### src/source/i3c_ibi_pkg.sv
// IBI protocol types: status codes, sequencer states, bit-engine opcodes, field widths
package i3c_ibi_pkg;

  // Retry limit and counter width, all ones means unlimited
  localparam int unsigned RETRY_W = 3;
  localparam int unsigned ADDR_W  = 7;

  typedef enum logic [1:0] {
    IbiSuccess            = 2'b00,
    IbiFailureNack        = 2'b01,
    IbiFailurePartialData = 2'b10,
    IbiFailureRetry       = 2'b11
  } ibi_status_e;

  typedef enum logic [3:0] {
    Idle,
    WaitAvail,
    DriveStart,
    DriveAddr,
    ReadAck,
    SendData,
    SendTbit,
    WaitStop,
    Flush,
    Done
  } ibi_state_e;

  typedef enum logic [1:0] {
    OpNone,
    OpTxByte,
    OpTxBit,
    OpRxBit
  } bit_op_e;

endpackage

### src/source/i3c_timing_pkg.sv
// Sizing and timing constants: counter widths, queue depth, bus-free time
package i3c_timing_pkg;

  // Data hold time counter width
  localparam int unsigned THD_W = 20;

  localparam int unsigned QUEUE_DEPTH = 8;
  localparam int unsigned QUEUE_PTR_W = $clog2(QUEUE_DEPTH);
  localparam int unsigned QUEUE_CNT_W = $clog2(QUEUE_DEPTH + 1);

  // Both lines high this long before the bus counts as free
  localparam int unsigned BUS_AVAIL_CYCLES = 16;
  localparam int unsigned BUS_AVAIL_W      = $clog2(BUS_AVAIL_CYCLES + 1);

endpackage

### src/source/ibi_queue.sv
// IBI byte queue: circular buffer of data bytes with a last flag
`timescale 1ns/1ps

module ibi_queue (
  input  logic       clk_i,
  input  logic       rst_ni,
  input  logic       wvalid_i,
  input  logic [7:0] wdata_i,
  input  logic       wlast_i,
  output logic       wready_o,
  output logic       rvalid_o,
  output logic [7:0] rdata_o,
  output logic       rlast_o,
  input  logic       rready_i
);

  // Entry layout is {last, data}
  logic [8:0] mem_q [i3c_timing_pkg::QUEUE_DEPTH];

  logic [i3c_timing_pkg::QUEUE_PTR_W-1:0] wr_ptr_q;
  logic [i3c_timing_pkg::QUEUE_PTR_W-1:0] rd_ptr_q;
  logic [i3c_timing_pkg::QUEUE_CNT_W-1:0] count_q;
  logic                                   push;
  logic                                   pop;

  assign wready_o = (count_q != i3c_timing_pkg::QUEUE_CNT_W'(i3c_timing_pkg::QUEUE_DEPTH));
  assign rvalid_o = (count_q != '0);
  assign push     = wvalid_i & wready_o;
  assign pop      = rready_i & rvalid_o;

  // Head entry shown combinationally
  assign {rlast_o, rdata_o} = mem_q[rd_ptr_q];

  always_ff @(posedge clk_i) begin
    if (push) begin
      mem_q[wr_ptr_q] <= {wlast_i, wdata_i};
    end
  end

  // Pointers wrap naturally, depth is a power of two
  always_ff @(posedge clk_i or negedge rst_ni) begin
    if (!rst_ni) begin
      wr_ptr_q <= '0;
      rd_ptr_q <= '0;
      count_q  <= '0;
    end else begin
      if (push) begin
        wr_ptr_q <= wr_ptr_q + 1'b1;
      end
      if (pop) begin
        rd_ptr_q <= rd_ptr_q + 1'b1;
      end
      if (push && !pop) begin
        count_q <= count_q + 1'b1;
      end else if (pop && !push) begin
        count_q <= count_q - 1'b1;
      end
    end
  end

endmodule

### src/source/bus_monitor.sv
// Bus monitor: SCL edges, START, STOP and bus-free detection from sampled lines
`timescale 1ns/1ps

module bus_monitor (
  input  logic clk_i,
  input  logic rst_ni,
  input  logic scl_i,
  input  logic sda_i,
  output logic scl_negedge_o,
  output logic scl_posedge_o,
  output logic bus_stop_o,
  output logic bus_available_o
);

  // Two sync stages plus one previous-value stage per line
  logic [2:0] scl_sync_q;
  logic [2:0] sda_sync_q;
  logic       bus_start;
  logic       idle_clear;

  logic [i3c_timing_pkg::BUS_AVAIL_W-1:0] idle_cnt_q;

  always_ff @(posedge clk_i or negedge rst_ni) begin
    if (!rst_ni) begin
      scl_sync_q <= '1;
      sda_sync_q <= '1;
    end else begin
      scl_sync_q <= {scl_sync_q[1:0], scl_i};
      sda_sync_q <= {sda_sync_q[1:0], sda_i};
    end
  end

  assign scl_negedge_o = scl_sync_q[2] & ~scl_sync_q[1];
  assign scl_posedge_o = ~scl_sync_q[2] & scl_sync_q[1];

  // SDA moving while SCL stays high
  assign bus_stop_o = scl_sync_q[2] & scl_sync_q[1] & ~sda_sync_q[2] & sda_sync_q[1];
  assign bus_start  = scl_sync_q[2] & scl_sync_q[1] & sda_sync_q[2] & ~sda_sync_q[1];

  // Any low line, any change or a START restarts the idle count
  assign idle_clear = ~scl_sync_q[1] | ~sda_sync_q[1] | bus_start |
                      (scl_sync_q[2] ^ scl_sync_q[1]) | (sda_sync_q[2] ^ sda_sync_q[1]);

  always_ff @(posedge clk_i or negedge rst_ni) begin
    if (!rst_ni) begin
      idle_cnt_q <= '0;
    end else if (idle_clear) begin
      idle_cnt_q <= '0;
    end else if (!bus_available_o) begin
      idle_cnt_q <= idle_cnt_q + 1'b1;
    end
  end

  assign bus_available_o =
    (idle_cnt_q == i3c_timing_pkg::BUS_AVAIL_W'(i3c_timing_pkg::BUS_AVAIL_CYCLES));

endmodule

### src/source/ibi_fsm.sv
// IBI sequencer: start, address, ACK, data with T bits, retry counting and status
`timescale 1ns/1ps

module ibi_fsm (
  input  logic                                  clk_i,
  input  logic                                  rst_ni,
  input  logic                                  begin_i,
  output logic                                  done_o,
  output i3c_ibi_pkg::ibi_status_e              status_o,
  input  logic [i3c_ibi_pkg::RETRY_W-1:0]       retry_num_i,
  input  logic [i3c_ibi_pkg::ADDR_W-1:0]        addr_i,
  input  logic                                  addr_valid_i,
  input  logic [i3c_timing_pkg::THD_W-1:0]      t_hd_dat_i,
  input  logic                                  byte_valid_i,
  input  logic [7:0]                            byte_data_i,
  input  logic                                  byte_last_i,
  output logic                                  byte_ready_o,
  input  logic                                  scl_negedge_i,
  input  logic                                  bus_stop_i,
  input  logic                                  bus_available_i,
  output i3c_ibi_pkg::bit_op_e                  op_o,
  output logic [7:0]                            tx_value_o,
  output logic                                  pp_o,
  input  logic                                  op_done_i,
  input  logic                                  rx_bit_i,
  output logic                                  start_pull_o
);

  i3c_ibi_pkg::ibi_state_e  state_q;
  i3c_ibi_pkg::ibi_state_e  state_d;
  i3c_ibi_pkg::ibi_status_e status_q;
  i3c_ibi_pkg::ibi_status_e nack_status;

  logic [i3c_ibi_pkg::RETRY_W-1:0]  retry_cnt_q;
  logic [i3c_ibi_pkg::RETRY_W-1:0]  retry_cnt_inc;
  logic [i3c_timing_pkg::THD_W-1:0] hold_cnt_q;
  logic                             hold_run_q;
  logic                             can_attempt;
  logic                             start_release;
  logic                             before_data;

  assign can_attempt = (retry_num_i == '1) || (retry_cnt_q < retry_num_i);

  // Saturate so unlimited retries never wrap to zero
  assign retry_cnt_inc = (retry_cnt_q == '1) ? retry_cnt_q : retry_cnt_q + 1'b1;
  assign nack_status   = (retry_cnt_q == '0) ? i3c_ibi_pkg::IbiFailureNack
                                             : i3c_ibi_pkg::IbiFailureRetry;

  // SDA released one hold time after the first SCL fall
  assign start_release = (scl_negedge_i && t_hd_dat_i == '0) ||
                         (hold_run_q && hold_cnt_q == '0);

  assign before_data = (state_q == i3c_ibi_pkg::WaitAvail)  ||
                       (state_q == i3c_ibi_pkg::DriveStart) ||
                       (state_q == i3c_ibi_pkg::DriveAddr)  ||
                       (state_q == i3c_ibi_pkg::ReadAck);

  always_comb begin
    state_d = state_q;
    case (state_q)
      i3c_ibi_pkg::Idle:
        if (begin_i && addr_valid_i) begin
          state_d = can_attempt ? i3c_ibi_pkg::WaitAvail : i3c_ibi_pkg::Flush;
        end
      i3c_ibi_pkg::WaitAvail:
        if (bus_stop_i) state_d = i3c_ibi_pkg::Done;
        else if (bus_available_i) state_d = i3c_ibi_pkg::DriveStart;
      i3c_ibi_pkg::DriveStart:
        if (bus_stop_i) state_d = i3c_ibi_pkg::Done;
        else if (start_release) state_d = i3c_ibi_pkg::DriveAddr;
      i3c_ibi_pkg::DriveAddr:
        if (bus_stop_i) state_d = i3c_ibi_pkg::Done;
        else if (op_done_i) state_d = i3c_ibi_pkg::ReadAck;
      i3c_ibi_pkg::ReadAck:
        if (bus_stop_i) state_d = i3c_ibi_pkg::Done;
        else if (op_done_i) state_d = rx_bit_i ? i3c_ibi_pkg::WaitStop : i3c_ibi_pkg::SendData;
      i3c_ibi_pkg::SendData:
        if (bus_stop_i) state_d = i3c_ibi_pkg::Flush;
        else if (op_done_i) state_d = i3c_ibi_pkg::SendTbit;
      i3c_ibi_pkg::SendTbit:
        if (bus_stop_i) state_d = i3c_ibi_pkg::Flush;
        else if (op_done_i) state_d = byte_last_i ? i3c_ibi_pkg::Done : i3c_ibi_pkg::SendData;
      i3c_ibi_pkg::WaitStop:
        if (bus_stop_i) state_d = i3c_ibi_pkg::Done;
      i3c_ibi_pkg::Flush:
        if (!byte_valid_i) state_d = i3c_ibi_pkg::Done;
      default: state_d = i3c_ibi_pkg::Idle;
    endcase
  end

  always_ff @(posedge clk_i or negedge rst_ni) begin
    if (!rst_ni) begin
      state_q <= i3c_ibi_pkg::Idle;
    end else begin
      state_q <= state_d;
    end
  end

  always_ff @(posedge clk_i or negedge rst_ni) begin
    if (!rst_ni) begin
      hold_run_q <= 1'b0;
      hold_cnt_q <= '0;
    end else if (state_q != i3c_ibi_pkg::DriveStart) begin
      hold_run_q <= 1'b0;
    end else if (scl_negedge_i && !hold_run_q) begin
      hold_run_q <= 1'b1;
      hold_cnt_q <= t_hd_dat_i - 1'b1;
    end else if (hold_run_q && hold_cnt_q != '0) begin
      hold_cnt_q <= hold_cnt_q - 1'b1;
    end
  end

  // Outcome of each attempt, settled before Done
  always_ff @(posedge clk_i or negedge rst_ni) begin
    if (!rst_ni) begin
      status_q    <= i3c_ibi_pkg::IbiSuccess;
      retry_cnt_q <= '0;
    end else if (state_q == i3c_ibi_pkg::Idle && begin_i && addr_valid_i && !can_attempt) begin
      status_q    <= i3c_ibi_pkg::IbiFailureRetry;
      retry_cnt_q <= '0;
    end else if ((before_data && bus_stop_i) ||
                 (state_q == i3c_ibi_pkg::ReadAck && op_done_i && rx_bit_i)) begin
      // Unacknowledged attempt
      status_q    <= nack_status;
      retry_cnt_q <= retry_cnt_inc;
    end else if ((state_q == i3c_ibi_pkg::SendData || state_q == i3c_ibi_pkg::SendTbit) &&
                 bus_stop_i) begin
      status_q    <= i3c_ibi_pkg::IbiFailurePartialData;
      retry_cnt_q <= '0;
    end else if (state_q == i3c_ibi_pkg::SendTbit && op_done_i && byte_last_i) begin
      status_q    <= i3c_ibi_pkg::IbiSuccess;
      retry_cnt_q <= '0;
    end
  end

  always_comb begin
    op_o       = i3c_ibi_pkg::OpNone;
    tx_value_o = '0;
    pp_o       = 1'b0;
    case (state_q)
      i3c_ibi_pkg::DriveAddr: begin
        op_o       = i3c_ibi_pkg::OpTxByte;
        tx_value_o = {addr_i, 1'b0};
      end
      i3c_ibi_pkg::ReadAck: op_o = i3c_ibi_pkg::OpRxBit;
      i3c_ibi_pkg::SendData: begin
        // Hold off the engine while the queue is empty
        op_o       = byte_valid_i ? i3c_ibi_pkg::OpTxByte : i3c_ibi_pkg::OpNone;
        tx_value_o = byte_data_i;
        pp_o       = 1'b1;
      end
      i3c_ibi_pkg::SendTbit: begin
        op_o       = i3c_ibi_pkg::OpTxBit;
        tx_value_o = {7'b0, ~byte_last_i};
        pp_o       = 1'b1;
      end
      default: op_o = i3c_ibi_pkg::OpNone;
    endcase
  end

  assign byte_ready_o = (state_q == i3c_ibi_pkg::Flush) ||
                        (state_q == i3c_ibi_pkg::SendTbit && op_done_i && !bus_stop_i);

  assign start_pull_o = (state_q == i3c_ibi_pkg::DriveStart);
  assign done_o       = (state_q == i3c_ibi_pkg::Done);
  assign status_o     = status_q;

endmodule

### src/source/bus_bit_engine.sv
// Bit engine: shifts bytes or single bits onto SDA and samples the ACK bit
`timescale 1ns/1ps

module bus_bit_engine (
  input  logic                 clk_i,
  input  logic                 rst_ni,
  input  i3c_ibi_pkg::bit_op_e op_i,
  input  logic [7:0]           value_i,
  input  logic                 scl_negedge_i,
  input  logic                 scl_posedge_i,
  input  logic                 sda_i,
  output logic                 done_o,
  output logic                 rx_bit_o,
  output logic                 sda_o
);

  logic       busy_q;
  logic       wait_neg_q;
  logic       rx_mode_q;
  logic       scl_high_q;
  logic       sda_q;
  logic       sda_smp_q;
  logic [7:0] shift_q;
  logic [3:0] bit_cnt_q;
  logic [7:0] load_value;
  logic       scl_low;

  // Single bit goes out of the MSB like a byte
  assign load_value = (op_i == i3c_ibi_pkg::OpTxBit) ? {value_i[0], 7'b0} : value_i;
  assign scl_low    = scl_negedge_i | ~scl_high_q;

  always_ff @(posedge clk_i or negedge rst_ni) begin
    if (!rst_ni) begin
      busy_q     <= 1'b0;
      wait_neg_q <= 1'b0;
      rx_mode_q  <= 1'b0;
      scl_high_q <= 1'b1;
      sda_q      <= 1'b1;
      sda_smp_q  <= 1'b1;
      shift_q    <= '0;
      bit_cnt_q  <= '0;
    end else begin
      sda_smp_q <= sda_i;
      if (scl_posedge_i) scl_high_q <= 1'b1;
      else if (scl_negedge_i) scl_high_q <= 1'b0;

      if (op_i == i3c_ibi_pkg::OpNone) begin
        busy_q     <= 1'b0;
        wait_neg_q <= 1'b0;
        sda_q      <= 1'b1;
      end else if (!busy_q) begin
        busy_q    <= 1'b1;
        rx_mode_q <= (op_i == i3c_ibi_pkg::OpRxBit);
        bit_cnt_q <= (op_i == i3c_ibi_pkg::OpTxByte) ? 4'd8 : 4'd1;
        if (op_i == i3c_ibi_pkg::OpRxBit) begin
          wait_neg_q <= 1'b0;
          sda_q      <= 1'b1;
        end else if (scl_low) begin
          // SCL already low, first bit goes out now
          wait_neg_q <= 1'b0;
          sda_q      <= load_value[7];
          shift_q    <= {load_value[6:0], 1'b0};
        end else begin
          wait_neg_q <= 1'b1;
          sda_q      <= 1'b1;
          shift_q    <= load_value;
        end
      end else if (rx_mode_q) begin
        if (scl_posedge_i) busy_q <= 1'b0;
      end else if (scl_negedge_i) begin
        if (wait_neg_q) begin
          wait_neg_q <= 1'b0;
          sda_q      <= shift_q[7];
          shift_q    <= {shift_q[6:0], 1'b0};
        end else if (bit_cnt_q == 4'd1) begin
          busy_q <= 1'b0;
        end else begin
          sda_q     <= shift_q[7];
          shift_q   <= {shift_q[6:0], 1'b0};
          bit_cnt_q <= bit_cnt_q - 1'b1;
        end
      end
    end
  end

  assign done_o = busy_q & (rx_mode_q ? scl_posedge_i
                                      : (scl_negedge_i & ~wait_neg_q & (bit_cnt_q == 4'd1)));
  assign rx_bit_o = sda_smp_q;
  assign sda_o    = sda_q;

endmodule

### src/source/i3c_ibi_top.sv
// IBI top level: byte queue, bus monitor, sequencer and bit engine
`timescale 1ns/1ps

module i3c_ibi_top (
  input  logic                             clk_i,
  input  logic                             rst_ni,
  input  logic                             ibi_wvalid_i,
  input  logic [7:0]                       ibi_wdata_i,
  input  logic                             ibi_wlast_i,
  output logic                             ibi_wready_o,
  input  logic                             begin_i,
  output logic                             done_o,
  output i3c_ibi_pkg::ibi_status_e         ibi_status_o,
  input  logic [i3c_ibi_pkg::RETRY_W-1:0]  ibi_retry_num_i,
  input  logic [i3c_ibi_pkg::ADDR_W-1:0]   target_addr_i,
  input  logic                             target_addr_valid_i,
  input  logic [i3c_timing_pkg::THD_W-1:0] t_hd_dat_i,
  input  logic                             scl_i,
  input  logic                             sda_i,
  output logic                             sda_o,
  output logic                             sda_pp_o
);

  logic                 byte_valid;
  logic [7:0]           byte_data;
  logic                 byte_last;
  logic                 byte_ready;
  logic                 scl_negedge;
  logic                 scl_posedge;
  logic                 bus_stop;
  logic                 bus_available;
  i3c_ibi_pkg::bit_op_e bit_op;
  logic [7:0]           tx_value;
  logic                 op_done;
  logic                 rx_bit;
  logic                 start_pull;
  logic                 engine_sda;

  ibi_queue u_queue (
    .clk_i, .rst_ni,
    .wvalid_i (ibi_wvalid_i), .wdata_i (ibi_wdata_i), .wlast_i (ibi_wlast_i),
    .wready_o (ibi_wready_o),
    .rvalid_o (byte_valid), .rdata_o (byte_data), .rlast_o (byte_last),
    .rready_i (byte_ready)
  );

  bus_monitor u_monitor (
    .clk_i, .rst_ni, .scl_i, .sda_i,
    .scl_negedge_o (scl_negedge), .scl_posedge_o (scl_posedge),
    .bus_stop_o (bus_stop), .bus_available_o (bus_available)
  );

  ibi_fsm u_fsm (
    .clk_i, .rst_ni, .begin_i, .done_o, .status_o (ibi_status_o),
    .retry_num_i (ibi_retry_num_i), .addr_i (target_addr_i),
    .addr_valid_i (target_addr_valid_i), .t_hd_dat_i,
    .byte_valid_i (byte_valid), .byte_data_i (byte_data), .byte_last_i (byte_last),
    .byte_ready_o (byte_ready),
    .scl_negedge_i (scl_negedge), .bus_stop_i (bus_stop), .bus_available_i (bus_available),
    .op_o (bit_op), .tx_value_o (tx_value), .pp_o (sda_pp_o),
    .op_done_i (op_done), .rx_bit_i (rx_bit), .start_pull_o (start_pull)
  );

  bus_bit_engine u_engine (
    .clk_i, .rst_ni, .op_i (bit_op), .value_i (tx_value),
    .scl_negedge_i (scl_negedge), .scl_posedge_i (scl_posedge), .sda_i,
    .done_o (op_done), .rx_bit_o (rx_bit), .sda_o (engine_sda)
  );

  // Wired-AND of the start pull and the engine drive
  assign sda_o = engine_sda & ~start_pull;

endmodule

### config.mk
export PLATFORM = sky130hd
export DESIGN_NAME = i3c_ibi_top
export DESIGN_NICKNAME = d
export VERILOG_FILES = /design/src/source/i3c_ibi_pkg.sv /design/src/source/i3c_timing_pkg.sv /design/src/source/ibi_queue.sv /design/src/source/bus_monitor.sv /design/src/source/ibi_fsm.sv /design/src/source/bus_bit_engine.sv /design/src/source/i3c_ibi_top.sv
export SDC_FILE = /design/constraint.sdc
export NUM_CORES = 1
export LEC_CHECK = 0
export BUFFER_PORTS_ARGS = -buffer_cell sky130_fd_sc_hd__buf_2
export CORE_UTILIZATION = 30
export CTS_CLUSTER_DIAMETER = 120
export DETAILED_ROUTE_END_ITERATION = 7
export HOLD_SLACK_MARGIN = 0.15
export MAX_ROUTING_LAYER = met4
export PLACE_DENSITY = 0.54
export SYNTH_ARGS = -nofsm -noshare
export SYNTH_HDL_FRONTEND = slang
export SYNTH_SLANG_ARGS = --single-unit
### constraint.sdc
create_clock -name clk_i -period 4.93 [get_ports clk_i]
set_input_delay 0 -clock clk_i [delete_from_list [all_inputs] [get_ports clk_i]]
set_output_delay 0 -clock clk_i [all_outputs]
set_load 0.1 [all_outputs]
# Word-level counts from Yosys, hierarchy flattened
# Memories as Yosys holds them, arrays and structs flattened.
# Index checks and enable logic that the tools add are counted.
# Widths: inputs -> output; s select.
dict set report totals {
  ff_bits 69
  mem_bits_rw 72
  inputBits 46
  output_inout_bits 6
  word_cells 230
  n_memories 1
}
# name words word_bits rd rd_ports_with_merged_regs wr line
set memory_table {}
lappend memory_table {u_queue.mem_q 8 9 1 0 1 ibi_queue.sv:18} ;# logic [8:0] mem_q [i3c_timing_pkg::QUEUE_DEPTH];
dict set report classes {
  addsub 9
  order_cmp 1
  n_eq_ne 38
  mux 80
  n_bitwise 31
  n_reduce_logical 51
}
# cell n
set op_table {}
lappend op_table {{$mux 4} 25}
lappend op_table {{$mux 8} 8}
lappend op_table {{$logic_not 20->1} 2}
lappend op_table {{$mux 20} 2}
lappend op_table {{$sub 20x1->20 const B} 2}
lappend op_table {{$pmux 4 s9} 1}
lappend op_table {{$mux 1} 29}
lappend op_table {{$pmux 8 s3} 1}
lappend op_table {{$reduce_bool 20->1} 1}
lappend op_table {{$logic_and 1x1->1} 17}
lappend op_table {{$eq 4x3->1 const B} 4}
lappend op_table {{$mux 3} 5}
lappend op_table {{$ne 3x1->1 const B} 5}
lappend op_table {{$and 1x1->1} 13}
lappend op_table {{$mux 2} 6}
lappend op_table {{$not 1->1} 11}
lappend op_table {{$mux 5} 2}
lappend op_table {{$ne 2x1->1 const B} 5}
lappend op_table {{$reduce_and 5->1} 2}
lappend op_table {{$add 3x1->3 const B} 3}
lappend op_table {{$ne 3x3->1 const B} 3}
lappend op_table {{$reduce_and 9->1} 1}
lappend op_table {{$eq 4x1->1 const B} 2}
lappend op_table {{$eq 4x2->1 const B} 2}
lappend op_table {{26 further kinds} 58}

# Depth between registers and ports, before layout
dict set report logic_depth {
  ltp_word 13
  depth_mapped 15
  depth_no_buf 15
}

# By module
# A second synthesis with hierarchy kept.
dict set report unflattened {
  cells_unflattened 663
  area_unflattened_um2 7776.2
}
# module n_inst cells_per_inst area_per_inst_um2 seq_area_each_um2
set modules_own_cells {}
lappend modules_own_cells {ibi_queue 1 166 3417.0 2412.3}
lappend modules_own_cells {ibi_fsm 1 356 2768.9 750.7}
lappend modules_own_cells {bus_bit_engine 1 104 1111.1 454.2}
lappend modules_own_cells {bus_monitor 1 36 465.4 282.8}
lappend modules_own_cells {i3c_ibi_top 1 1 13.8 0.0}

# Least setup slack after synthesis
# Ideal clock, no wire load.
dict set report synth_timing {
  path_type {register to output}
  from {reg u_fsm.state_q[0]}
  to {out done_o}
  t_arrival_ps 4095
  required_ps 4930
  setup_slack_ps 835
  path_stages_with_launch 4
  path_buffers 2
  path_cell_list {dfrtp_1 -> clkbuf_1 -> clkbuf_1 -> nor4b_1}
}
dict set report synth_via {
  elab_chain_len 1
}
# item line
set synth_lines {}
lappend synth_lines {{start, declared} ibi_fsm.sv:29} ;# i3c_ibi_pkg::ibi_state_e state_q;
lappend synth_lines {{start signal, assigned} ibi_fsm.sv:93} ;# state_q <= i3c_ibi_pkg::Idle;
lappend synth_lines {{start signal, assigned} ibi_fsm.sv:95} ;# state_q <= state_d;
lappend synth_lines {{$eq 4x4->1} ibi_fsm.sv:165} ;# assign done_o = (state_q == i3c_ibi_pkg::Done);
lappend synth_lines {{end, declared} i3c_ibi_top.sv:12} ;# output logic done_o,
# No other way between the ends.

# Worst setup path in the final report
dict set report layout_timing {
  from {reg u_monitor.scl_sync_q[2]}
  to {reg u_fsm.hold_cnt_q[18] in the netlist's numbering}
}
dict set report layout_via {
  elab_chain_len 4
  elab_cells_between_ends 5
  cone_classes {1 x mux; 1 x bitwise; 3 x reduce/logical}
}
# item line
set layout_lines {}
lappend layout_lines {{start, declared} bus_monitor.sv:16} ;# logic [2:0] scl_sync_q;
lappend layout_lines {{start signal, assigned} bus_monitor.sv:28} ;# scl_sync_q <= {scl_sync_q[1:0], scl_i};
lappend layout_lines {{$and 1x1->1 (*)} bus_monitor.sv:33} ;# assign scl_negedge_o = scl_sync_q[2] & ~scl_sync_q[1];
lappend layout_lines {{$logic_and 1x1->1 (*)} ibi_fsm.sv:105} ;# end else if (scl_negedge_i && !hold_run_q) begin
lappend layout_lines {{$reduce_bool 2->1 (no source line)} -}
lappend layout_lines {{$reduce_and 2->1 (no source line)} -}
lappend layout_lines {{end signal, assigned} ibi_fsm.sv:107} ;# hold_cnt_q <= t_hd_dat_i - 1'b1;
lappend layout_lines {{end signal, assigned} ibi_fsm.sv:109} ;# hold_cnt_q <= hold_cnt_q - 1'b1;
lappend layout_lines {{end, declared} ibi_fsm.sv:36} ;# logic [i3c_timing_pkg::THD_W-1:0] hold_cnt_q;
# Every way passes the cells marked *; elsewhere a longest branch is shown, timed or not.
# A chain may end at the register's enable or synchronous reset.

==> impl_metrics.toml <==
[global_routing]
grt_usage_pct = 14.83
grt_max_degree = 69
antenna_found_initial = 0
grt_pass1_vias = 5508
grt_overflow = 0
grt_first_pass_wirelength_um = 28890

[die]
initial_core_util_pct = 30.72
coreArea_mm2 = 0.02439
die_w_um = 160.0
std_cell_rows = 57
io_pins = 52
die_area_mm2 = 0.02561
dieHeight_um = 160.0

[layout]
final_area_mm2 = 0.009130
instances_no_fill = 1100
nFillCells = 2429
utilization_pct = 37.43
diodes = 0
nets = 828
drive_above_1_share_pct = 18.69
area_growth_pct = 21.86

[detailed_routing]
avgRoutedWirePerCell_um = 16.12
drt-pass1-iter-count = 5
first_iter_violations = 330
ant_nets = 0
drt-total-wl_um = 17740
vias = 5570
vias_per_cell = 5.064
drc = 0

[place]
gp_congestion = 0.8278
place_inst = 1026
placed_cell_area_mm2 = 0.008090
io_buffers = 51
hpwl_um = 11790

[cts]
cts_sinks = 140
htreeDepth = 4
cts_tree = "done"
clk_latency_ns = 0.44
cts.clk_slew.worst_paths_ns = 0.07
ctsResizeCount = 0
cts_buffer_depth = 2
numCtsBuffers = 17
clockRootBuffer = "clkbuf_16"

[logic_synthesis]
ys_async_sr_fraction_pct = 48.57
synth_seq_area_share_pct = 51.70
yosysWarnings = 0
synth_most_common_cell = "edfxtp_1"
yosysUniqueCellTypes = 77
synthesis.nets = 742
yosys.area.top_type = "edfxtp_1"
synth_top_cells_by_area = "edfxtp_1 (29%), dfrtp_1 (20%), mux2_2 (3.6%)"
synth_compound_area_share_pct = 13.29
synth_top_family_by_area = "simple AND/OR/NAND/NOR gates"
synth_cells = 677
netlist.area_leader.share_pct = 28.86
synthMuxAreaShare_pct = 11.01
synth_edf_count = 72
synth_common_cells = "edfxtp_1 (72), nor2_1 (63), dfrtp_1 (60)"
synthSimpleGateAreaFrac_pct = 16.25
avgSynthCellArea_um2 = 11.07
yosys.area_share.xor_xnor_pct = 1.520
synthAdderAreaFrac_pct = 3.273
synthFlopType = "edfxtp_1"
syn-cell-area_mm2 = 0.007492
ys_ff_latch = 140

[pwr]
p_comb_share_pct = 33.9
p_seq_share_pct = 38.9
power_switching_mw = 1.883
swShare_pct = 39.40
p_int_mw = 2.896
power_density_mw_per_mm2 = 523.4
ir_drop_mv = 0.2421
p_leak_nw = 3.509
clkPwrFrac_pct = 27.3

[sta]
hold_violations = 0
rsz0062_at_grt = "no"
skew_ns = 0.02476
maxSlewHeadroom_pct = 30.96
slew_violations = 0
min_period_over_period_pct = 77.29
setup_viol = 0
tightest_slew_ns = 1.032
setup_tns_ns = 0
fmax_ghz = 0.2624
period_minus_slack_ns = 3.811

[hold_path]
min-delay-start = "target_addr_valid_i"
min_path_type = "in2reg"

[run_status]
status = "finished, final reports clean"

[critical_path]
crit_top_cell = "ha_1"
path_buf_inv = 2
cp_slowest_cell = "dfstp_2"
crit_path_start_kind = "flop"
max_stage_delay_ns = 0.55
cp_cell_sequence = "ha_1 -> nor2b_2 -> buf_4 -> mux2i_1 -> ha_1 -> and2_1 -> nand3_1 -> or3_1 -> o221a_1 -> dlygate4sd3_1"
end_kind = "flop"
critPathTopFamily = "simple AND/OR/NAND/NOR gates"
r2r-start = "u_monitor.scl_sync_q[2]"
path_class = "reg2reg"
critical_path_arrival_ns = 4.12
critPathMaxFanout = 46
cp.required_ns = 5.24
crit_start = "u_monitor.scl_sync_q[2]"

[run]
drv_cap = 0
==> stage by stage <==
stage          power, mW  hold slack (ns)  worst slack, ns
6_report           4.779           0.1588            1.119
4_1_cts            4.827           0.1564            1.130
2_1_floorplan      3.049          -0.2956           0.8347
3_3_place_gp       3.460           0.1072            1.610
5_1_grt            5.087           0.1989           0.8898
3_5_place_dp       3.476           0.1062            1.522
==> cell usage in the layout, fill, tap and decap left out, types with 7 or more instances in the layout <==
cell / n
dlygate4sd3_1: 42
nand3_1: 11
nor3_1: 18
mux2_2: 24
o31ai_1: 8
ha_1: 18
mux2i_1: 25
a31oi_1: 8
o22ai_1: 12
clkinv_8: 7
xnor2_1: 8
a21oi_1: 25
edfxtp_1: 72
nand2_1: 59
nand2b_1: 13
nor2_1: 63
o21ai_0: 24
dfrtp_1: 60
mux4_2: 12
inv_1: 20
dfstp_2: 8
clkbuf_16: 17
buf_4: 11
buf_2: 50
nor4_1: 7
and2_1: 9
o21ai_1: 13
==> logic make-up (layout without fill, tap and decap cells) <==
| family | count (synthesis) | in the layout |
|---|---|---|
| and+or+nand+nor | 237 | 237 |
| AOI/OAI and AO/OA | 147 | 147 |
| DFF | 140 | 140 |
| muxes | 64 | 64 |
| buffers and inverters | 57 | 156 |
| adders and majority gates | 19 | 19 |
| xor gates and xnor gates | 13 | 13 |
==> power by group through the flow <==
stage	sequential [mW]	clock, mW	combinational [mW]
final	1.86	1.30	1.62
after global placement	1.88	0	1.58
after floorplan	1.74	0	1.31
after global routing	1.91	1.38	1.81
after CTS	1.86	1.34	1.63
after detailed placement	1.88	0	1.60
==> final cells by class <==
class,count,area (µm²),share of cell area [%]
inverter,21,78.83,0.8634
timing repair buffer,103,753.2,8.250
clock buffer,17,425.4,4.659
sequential,140,3874,42.43
multi-input combinational,480,3400,37.23
tap,324,405.4,4.440
clock inverter,15,193.9,2.124
==> repair_timing <==
| item | 4_1_cts | 5_1_grt |
|---|---|---|
| hold endpoints to repair | 160 | 0 |
| hold buffers | 42 | 0 |
| setup buffers | 0 | 0 |
==> per-layer routing <==
layer / wire length (µm) / global-route usage [%] / vias up
met5: 0 / - / -
met3: 462 / 2.883 / 14
met2: 8718 / 24.55 / 76
li1: - / - / 2727
met4: 159 / 3.766 / 0
met1: 8397 / 18.54 / 2753
==> worst register-to-register path: stages (launching register included) <==
cell and delay (ns):
dfstp_2 0.55, ha_1 0.32, nor2b_2 0.23, buf_4 0.42
mux2i_1 0.25, ha_1 0.33, and2_1 0.37, nand3_1 0.18
or3_1 0.39, o221a_1 0.12, dlygate4sd3_1 0.55
==> worst paths after layout <==
| path | end | slack [ns] | depth (start not counted) |
|---|---|---|---|
| max | u_fsm.hold_cnt_q[18] | 1.12 | 10 |
| min | u_fsm.status_o[0] | 0.16 | 4 |
| max reg2reg | u_fsm.hold_cnt_q[18] | 1.12 | 10 |
| min reg2reg | u_monitor.scl_sync_q[1] | 0.38 | 0 |
| max in group asynchronous | u_engine.shift_q[6] | 4.06 | 2 |
| min in group asynchronous | u_fsm.hold_cnt_q[5] | 0.24 | 2 |
==> flip-flops by register name, indices dropped and copies added (netlist names) <==
name and cells:
u_engine.bit_cnt_q 4, u_engine.busy_q 1, u_engine.rx_mode_q 1, u_engine.scl_high_q 1, u_engine.sda_o 1, u_engine.shift_q 8, u_engine.wait_neg_q 1, u_fsm.hold_cnt_q 20
u_fsm.hold_run_q 1, u_fsm.retry_cnt_q 3, u_fsm.state_q 4, u_fsm.status_o 2, u_monitor.idle_cnt_q 5, u_monitor.scl_sync_q 3, u_monitor.sda_sync_q 3, u_queue.count_q 4
u_queue.mem_q 72, u_queue.rd_ptr_q 3, u_queue.wr_ptr_q 3
Power figures use the tool's default switching activity.
